===== config.mk =====
export PLATFORM = sky130hd
export DESIGN_NAME = neuralLayer
export DESIGN_NICKNAME = d
export VERILOG_FILES = /design/src/common/nnPkg.sv /design/src/common/cmdIf.sv /design/src/verilog/neuralLayer.sv /design/src/verilog/reluOutput.sv /design/src/execute/macEngine.sv /design/src/decode/cmdDecoder.sv
export SDC_FILE = /design/constraint.sdc
export NUM_CORES = 2
export LEC_CHECK = 0
export BUFFER_PORTS_ARGS = -buffer_cell sky130_fd_sc_hd__buf_2
export CAP_MARGIN = 20
export CORE_ASPECT_RATIO = 0.5
export CORE_MARGIN = 2
export CORE_UTILIZATION = 50
export DETAILED_ROUTE_END_ITERATION = 10
export PLACE_DENSITY = 0.66
export SLEW_MARGIN = 10
export SYNTH_ARGS = -nofsm -noshare
export SYNTH_HDL_FRONTEND = slang
export SYNTH_SLANG_ARGS = --single-unit
export TNS_END_PERCENT = 30

===== constraint.sdc =====
create_clock -name clk -period 11.2 [get_ports clk]
set_input_delay 0.56 -clock clk [delete_from_list [all_inputs] [get_ports clk]]
set_output_delay 0.56 -clock clk [all_outputs]
set_load 0.05 [all_outputs]

===== src/common/nnPkg.sv =====
package nnPkg;

	// every activation, weight, bias, sum and result shares this width
	localparam int dataWidth = 16;

	// host command set, carried on the opcode port
	typedef enum logic [1:0]
	{
		OP_LOAD_ACT    = 2'd0, // activation at index
		OP_LOAD_WEIGHT = 2'd1, // weight at neuron and index
		OP_LOAD_BIAS   = 2'd2, // bias of neuron
		OP_RUN         = 2'd3  // evaluate one neuron
	} opcode_t;

	// states of the four-phase handshake controller
	typedef enum logic [1:0]
	{
		IDLE         = 2'd0,
		WAIT_RESULT  = 2'd1, // run launched, waiting for the output stage
		ACK_HIGH     = 2'd2, // load written, ack goes up next
		WAIT_REQ_LOW = 2'd3  // ack held until the host drops req
	} decodeState_t;

endpackage

===== src/common/cmdIf.sv =====
`timescale 1ns/1ps

interface cmdIf
	import nnPkg::*;
#(
	parameter int numInputs = 15,
	parameter int numNeurons = 4
);

	localparam int indexBits = (numInputs > 1) ? $clog2(numInputs) : 1;
	localparam int neuronBits = (numNeurons > 1) ? $clog2(numNeurons) : 1;

	// single-cycle strobes from the decoder
	logic wrAct;
	logic wrWeight;
	logic wrBias;
	logic start;

	// address and value, stable for the whole command
	logic [neuronBits-1:0] neuron;
	logic [indexBits-1:0] index;
	logic [dataWidth-1:0] data;

	modport decoder
	(
		output wrAct,
		output wrWeight,
		output wrBias,
		output start,
		output neuron,
		output index,
		output data
	);

	modport engine
	(
		input wrAct,
		input wrWeight,
		input wrBias,
		input start,
		input neuron,
		input index,
		input data
	);

endinterface


===== src/verilog/neuralLayer.sv =====
`timescale 1ns/1ps

module neuralLayer
	import nnPkg::*;
#(
	parameter int numInputs = 15,
	parameter int numNeurons = 4,
	localparam int indexBits = (numInputs > 1) ? $clog2(numInputs) : 1,
	localparam int neuronBits = (numNeurons > 1) ? $clog2(numNeurons) : 1
)
(
	input  logic clk,
	input  logic reset,
	input  logic req,
	input  opcode_t opcode,
	input  logic [neuronBits-1:0] neuron,
	input  logic [indexBits-1:0] index,
	input  logic [dataWidth-1:0] data,
	output logic ack,
	output logic [dataWidth-1:0] result
);

	logic sumValid;
	logic [dataWidth-1:0] sum;
	logic resultDone;

	cmdIf #(
		.numInputs(numInputs),
		.numNeurons(numNeurons)
	) i_cmd ();

	// handshake and storage writes
	cmdDecoder #(
		.numInputs(numInputs),
		.numNeurons(numNeurons)
	) i_decoder (
		.clk(clk),
		.reset(reset),
		.req(req),
		.opcode(opcode),
		.neuron(neuron),
		.index(index),
		.data(data),
		.ack(ack),
		.resultDone(resultDone),
		.cmd(i_cmd.decoder)
	);

	macEngine #(
		.numInputs(numInputs),
		.numNeurons(numNeurons)
	) i_engine (
		.clk(clk),
		.reset(reset),
		.cmd(i_cmd.engine),
		.sumValid(sumValid),
		.sum(sum)
	);

	reluOutput i_relu (
		.clk(clk),
		.reset(reset),
		.sumValid(sumValid),
		.sum(sum),
		.result(result),
		.resultDone(resultDone) // closes the loop back to the decoder
	);

endmodule


===== src/verilog/reluOutput.sv =====
`timescale 1ns/1ps

module reluOutput
	import nnPkg::*;
(
	input  logic clk,
	input  logic reset,
	input  logic sumValid,
	input  logic [dataWidth-1:0] sum,
	output logic [dataWidth-1:0] result,
	output logic resultDone
);

	logic negative;

	// sign bit of the wrapped sum decides the clamp
	assign negative = sum[dataWidth-1];

	always_ff @(posedge clk)
	begin
		if (reset)
		begin
			result <= '0;
			resultDone <= 1'b0;
		end
		else
		begin
			resultDone <= sumValid;
			if (sumValid)
			begin
				if (negative)
					result <= '0;
				else
					result <= sum;
			end
			// otherwise result holds until the next run
		end
	end

	donePulse: assert property (@(posedge clk) disable iff (reset)
		resultDone |=> !resultDone);

endmodule


===== src/execute/macEngine.sv =====
`timescale 1ns/1ps

module macEngine
	import nnPkg::*;
#(
	parameter int numInputs = 15,
	parameter int numNeurons = 4,
	localparam int indexBits = (numInputs > 1) ? $clog2(numInputs) : 1,
	localparam int neuronBits = (numNeurons > 1) ? $clog2(numNeurons) : 1
)
(
	input  logic clk,
	input  logic reset,
	cmdIf.engine cmd,
	output logic sumValid,
	output logic [dataWidth-1:0] sum
);

	localparam logic [indexBits-1:0] lastIndex = indexBits'(numInputs - 1);

	// activations are shared by all neurons, weights and biases are per neuron
	logic [dataWidth-1:0] act [numInputs];
	logic [dataWidth-1:0] weight [numNeurons][numInputs];
	logic [dataWidth-1:0] bias [numNeurons];

	logic busy;
	logic [indexBits-1:0] macIdx;
	logic [neuronBits-1:0] runNeuron;
	logic [dataWidth-1:0] acc;
	logic [dataWidth-1:0] product;
	logic indexOk;
	logic neuronOk;

	// the product wraps to 16 bits just like the reference node
	assign product = act[macIdx] * weight[runNeuron][macIdx];

	assign indexOk = int'(cmd.index) < numInputs;
	assign neuronOk = int'(cmd.neuron) < numNeurons;

	always_ff @(posedge clk)
	begin
		if (reset)
		begin
			for (int i = 0; i < numInputs; i++)
				act[i] <= '0;
			for (int n = 0; n < numNeurons; n++)
			begin
				bias[n] <= '0;
				for (int i = 0; i < numInputs; i++)
					weight[n][i] <= '0;
			end
		end
		else
		begin
			if (cmd.wrAct && indexOk)
				act[cmd.index] <= cmd.data;
			if (cmd.wrWeight && neuronOk && indexOk)
				weight[cmd.neuron][cmd.index] <= cmd.data;
			if (cmd.wrBias && neuronOk)
				bias[cmd.neuron] <= cmd.data;
		end
	end

	always_ff @(posedge clk)
	begin
		if (reset)
		begin
			busy <= 1'b0;
			macIdx <= '0;
			sumValid <= 1'b0;
		end
		else
		begin
			sumValid <= 1'b0;
			if (cmd.start)
			begin
				busy <= 1'b1;
				macIdx <= '0;
				runNeuron <= cmd.neuron;
				acc <= '0;
			end
			else if (busy)
			begin
				if (macIdx == lastIndex)
				begin
					// the final product and the bias go in together
					sum <= acc + product + bias[runNeuron];
					sumValid <= 1'b1;
					busy <= 1'b0;
					macIdx <= '0;
				end
				else
				begin
					acc <= acc + product;
					macIdx <= macIdx + 1'b1;
				end
			end
		end
	end

	// the handshake keeps a second run out until the first has been acked
	noStartWhileBusy: assert property (@(posedge clk) disable iff (reset)
		cmd.start |-> !busy);

endmodule


===== src/decode/cmdDecoder.sv =====
`timescale 1ns/1ps

module cmdDecoder
	import nnPkg::*;
#(
	parameter int numInputs = 15,
	parameter int numNeurons = 4,
	localparam int indexBits = (numInputs > 1) ? $clog2(numInputs) : 1,
	localparam int neuronBits = (numNeurons > 1) ? $clog2(numNeurons) : 1
)
(
	input  logic clk,
	input  logic reset,
	input  logic req,
	input  opcode_t opcode,
	input  logic [neuronBits-1:0] neuron,
	input  logic [indexBits-1:0] index,
	input  logic [dataWidth-1:0] data,
	output logic ack,
	input  logic resultDone,
	cmdIf.decoder cmd
);

	decodeState_t state;
	logic accept;

	// a new command is taken only from IDLE, so later opcode changes are ignored
	assign accept = (state == IDLE) && req;

	always_ff @(posedge clk)
	begin
		if (reset)
		begin
			state <= IDLE;
			ack <= 1'b0;
			cmd.wrAct <= 1'b0;
			cmd.wrWeight <= 1'b0;
			cmd.wrBias <= 1'b0;
			cmd.start <= 1'b0;
		end
		else
		begin
			// strobes drop again unless raised below
			cmd.wrAct <= 1'b0;
			cmd.wrWeight <= 1'b0;
			cmd.wrBias <= 1'b0;
			cmd.start <= 1'b0;

			case (state)
				IDLE:
				begin
					if (req)
					begin
						case (opcode)
							OP_LOAD_ACT:    cmd.wrAct <= 1'b1;
							OP_LOAD_WEIGHT: cmd.wrWeight <= 1'b1;
							OP_LOAD_BIAS:   cmd.wrBias <= 1'b1;
							default:        cmd.start <= 1'b1;
						endcase
						state <= (opcode == OP_RUN) ? WAIT_RESULT : ACK_HIGH;
					end
				end

				WAIT_RESULT:
				begin
					if (resultDone)
					begin
						ack <= 1'b1; // result is already registered at this point
						state <= WAIT_REQ_LOW;
					end
				end

				ACK_HIGH:
				begin
					// the write strobe lands in the engine on this edge
					ack <= 1'b1;
					state <= WAIT_REQ_LOW;
				end

				WAIT_REQ_LOW:
				begin
					if (!req)
					begin
						ack <= 1'b0;
						state <= IDLE;
					end
				end

				default: state <= IDLE;
			endcase
		end
	end

	// address and value follow the host while idle and freeze once accepted
	always_ff @(posedge clk)
	begin
		if (accept)
		begin
			cmd.neuron <= neuron;
			cmd.index <= index;
			cmd.data <= data;
		end
	end

	// the host must still be requesting when ack comes up
	ackNeedsReq: assert property (@(posedge clk) disable iff (reset)
		$rose(ack) |-> $past(req));

	strobesExclusive: assert property (@(posedge clk) disable iff (reset)
		$onehot0({cmd.wrAct, cmd.wrWeight, cmd.wrBias, cmd.start}));

endmodule


==> qor.yml <==
global_route.overflow_total: 0
start_kind: "register"
layout-drive-gt1-share: 0.1639
grt_first_pass_wirelength_um: 269600
ys_seq_elements: 1371
yosys.cell_types.count: 78
area_growth_syn_to_layout_pct: 9.376
clk_path_buf_depth: 3
rsz0062_at_grt: "no"
ff_latch_area_um2: 40840
timing.slew.headroom: 0.2138
largest_stage_delay_on_the_critical_path_ps: 1010
clock_insertion_delay_worst_skew_ps: 780
first_iter_violations: 4587
post_synthesis_cell_count: 4632
dp_slack_ps: 1846
total_leakage_power_nw: 27.42
drt-wirelength-per-cell_um: 28.13
finalWirelength_um: 183200
design.final.nets: 4826
effective_utilization_at_floorplan: 0.5057
core_area_um2: 131800
antenna_found_initial: 5
combined_area_of_all_synthesized_cells_um2: 66670
clkPwrFrac: 0.316
fp.dieArea_um2: 136500
cts_hold_buffers: 22
die_height_um: 262.2
post_synth_most_frequent_cells: "edfxtp_1 (1,336), and2_1 (1,209), mux4_2 (263)"
num_rows: 94
timing_worst_setup_path_type: "register to register"
maximum_number_of_pins_on_one_net_before_global_route_repair: 78
final-max-slew-violation-count: 0
cts_repair_resize_count: 0
timing.critical_path.slowest_stage_cell: "dfxtp_4"
synth.area.top_cells: "edfxtp_1 (60%), and2_1 (11%), mux4_2 (8.9%), fa_1 (2.9%), clkbuf_1 (1.5%)"
finalClockSkew_ps: 32.40
synthMostInstantiatedCell: "edfxtp_1"
total_count_of_hold_check_failures_in_the_final_report: 0
layoutNonFillerInstCount: 6512
synth_top_area_cell: "edfxtp_1"
via_per_inst: 5.914
cts_tree: "built"
final_min_period_over_clock_period: 0.8485
synth_top_cell_area_share: 0.6017
cellInternalPower_mw: 9.612
status: "completed"
end_kind: "register"
worst_pin_slew_ps: 1179
clk_pin_slew_ps: 60
layout_min_cycle_time_ps: 9503
route.antenna.remaining_nets: 0
die_x_um: 520.4
remaining_drc_errors: 0
synth.yosys.warnings: 0
globalRoute.busiestLayer: "met2"
timing.reg2reg.worst_path_depth: 27
max_freq_ghz: 0.1052
fill_cells: 10500
number_of_enable_type_register_cells_in_the_synthesized_netlist: 1336
power_switching_mw: 4.195
vias_in_the_first_global_route: 39320
final_critical_path_setup_slack_ps: 1697
via_count: 38510
arrival_time_worst_endpoint_ps: 10020
multiInputGateArea_um2: 23400
hold-path-cell-count: 2
required_ps: 11720
seq_area_frac_synth: 0.6122
setup_violations: 0
p_per_area_nw_per_um2: 189.3
totalNegativeSetupSlack_ps: 0
grt_usage: 0.2713
worst_hold_slack_ps: 55.04
total_power_mw: 13.81
asyncSetResetFlopFracSynth: 0
hpwlAfterDp_um: 114600
io_pins: 44
max_cap_violations: 0
cts-htree-levels: 4
comb_power_share: 0.245
drtPass1Iterations: 6
pwr-share-seq: 0.439
critical_path_peak_fanout: 47
clock_sink_count: 1371
grt.met2_usage: 0.4308
portBuffers: 42
n_antenna_cell: 0
vdd.ir_drop.worst_mv: 0.2701
grt.met3_usage: 0.06068
post_synth.cell_area_avg_um2: 14.39
met1_usage: 0.3725
p_sw_frac: 0.3038
worstHoldPathType: "input pin to register"
clock_buffers_created_by_tritoncts: 130
ys.flop_type: "edfxtp_1"
post-cts-setup-buffer-count: 0
gp_congestion: 0.9402
place_inst: 6252
cell_at_the_root_of_the_clock_tree: "clkbuf_16"
==> registers in the layout (all words and copies together), names as in the netlist, 2 cells and up, named ones only <==
register / count
i_decoder.cmd.data: 16
i_decoder.cmd.index: 4
i_decoder.cmd.neuron: 2
i_decoder.state: 2
i_engine.acc: 16
i_engine.act: 256
i_engine.bias: 64
i_engine.macIdx: 4
i_engine.runNeuron: 2
i_engine.sum: 16
i_engine.weight: 960
i_relu.result: 15
==> through the flow <==
stage | instance area [um^2] | utilization
finish | 72920 | 0.5531
floorplan | 66730 | -
global placement | 68580 | 0.5202
global route | 72920 | 0.5531
CTS | 72890 | 0.5529
detailed placement | 68590 | 0.5203
==> per-layer routing <==
metal	share of wire	routed length, um	up-vias
met4	0.032	5866	2
met2	0.47	86410	1652
met3	0.091	16580	290
li1	-	-	16550
met1	0.41	74280	20020
met5	0.000071	13	-
==> layout by cell type (no fill, tap or decap), drive strengths merged, types with 8 or more instances in the layout <==
master / netlist / final
a211oi: 11 / 11
a21oi: 59 / 59
a221oi: 23 / 23
a22o: 17 / 17
a22oi: 66 / 66
a31oi: 9 / 9
and2: 1209 / 1209
buf: 103 / 195
bufinv: 0 / 8
clkbuf: 261 / 163
clkinv: 1 / 53
conb: 1 / 17
dfxtp: 35 / 35
dlygate4sd3: 0 / 22
edfxtp: 1336 / 1336
fa: 95 / 95
ha: 71 / 71
inv: 192 / 199
mux2: 22 / 22
mux2i: 84 / 84
mux4: 279 / 279
nand2: 116 / 116
nand2b: 26 / 26
nand3: 25 / 25
nand4: 14 / 14
nor2: 238 / 238
nor2b: 51 / 51
nor3: 23 / 23
o21ai: 35 / 35
o21bai: 13 / 13
o221ai: 8 / 8
or2: 86 / 86
xnor2: 33 / 33
xor2: 9 / 9
==> worst paths after layout <==
check                start                     end  slack, ps
min              opcode[1]  i_decoder.cmd.wrWeight         60
max reg2reg       register        i_engine.sum[15]       1700
max               register        i_engine.sum[15]       1700
min reg2reg  i_decoder.ack           i_decoder.ack        470
==> power by group through the flow <==
| stage | Clock (mW) | Combinational, mW | Sequential, mW |
|---|---|---|---|
| finish | 4.36 | 3.38 | 6.06 |
| global route | 4.58 | 3.70 | 6.08 |
| CTS | 4.40 | 3.40 | 6.06 |
| detailed placement | 0 | 3.37 | 6.17 |
| global placement | 0 | 3.31 | 6.16 |
| floorplan | 0 | 2.32 | 6.12 |
==> logic make-up after synthesis <==
group | synth area share
buf+inv | 0.03847
flops | 0.6122
xor+xnor | 0.007695
compound gates | 0.03081
mux | 0.1115
fa+ha+maj | 0.04185
other cells | 0.00005625
simple gates | 0.1573
==> critical path, delay by kind of cell (launching register included) <==
kind | cells | cell delay [ps]
adder cells (fa/ha/maj) | 6 | 2810
AND/OR/NAND/NOR | 2 | 450
buffers and inverters | 5 | 700
flip-flops | 1 | 1010
XOR/XNOR | 10 | 2240
AO/OA/AOI/OAI | 3 | 1380
multiplexers | 1 | 580
==> layout make-up <==
type,instances,share of cell area
clock buffers,163,0.04717
clock inverters,72,0.008751
inverters,193,0.009934
multi-input cells,2720,0.3209
flip-flops and latches,1371,0.5600
well taps,1776,0.03047
repair buffers,217,0.02282
(Power assumes the default switching activity.)
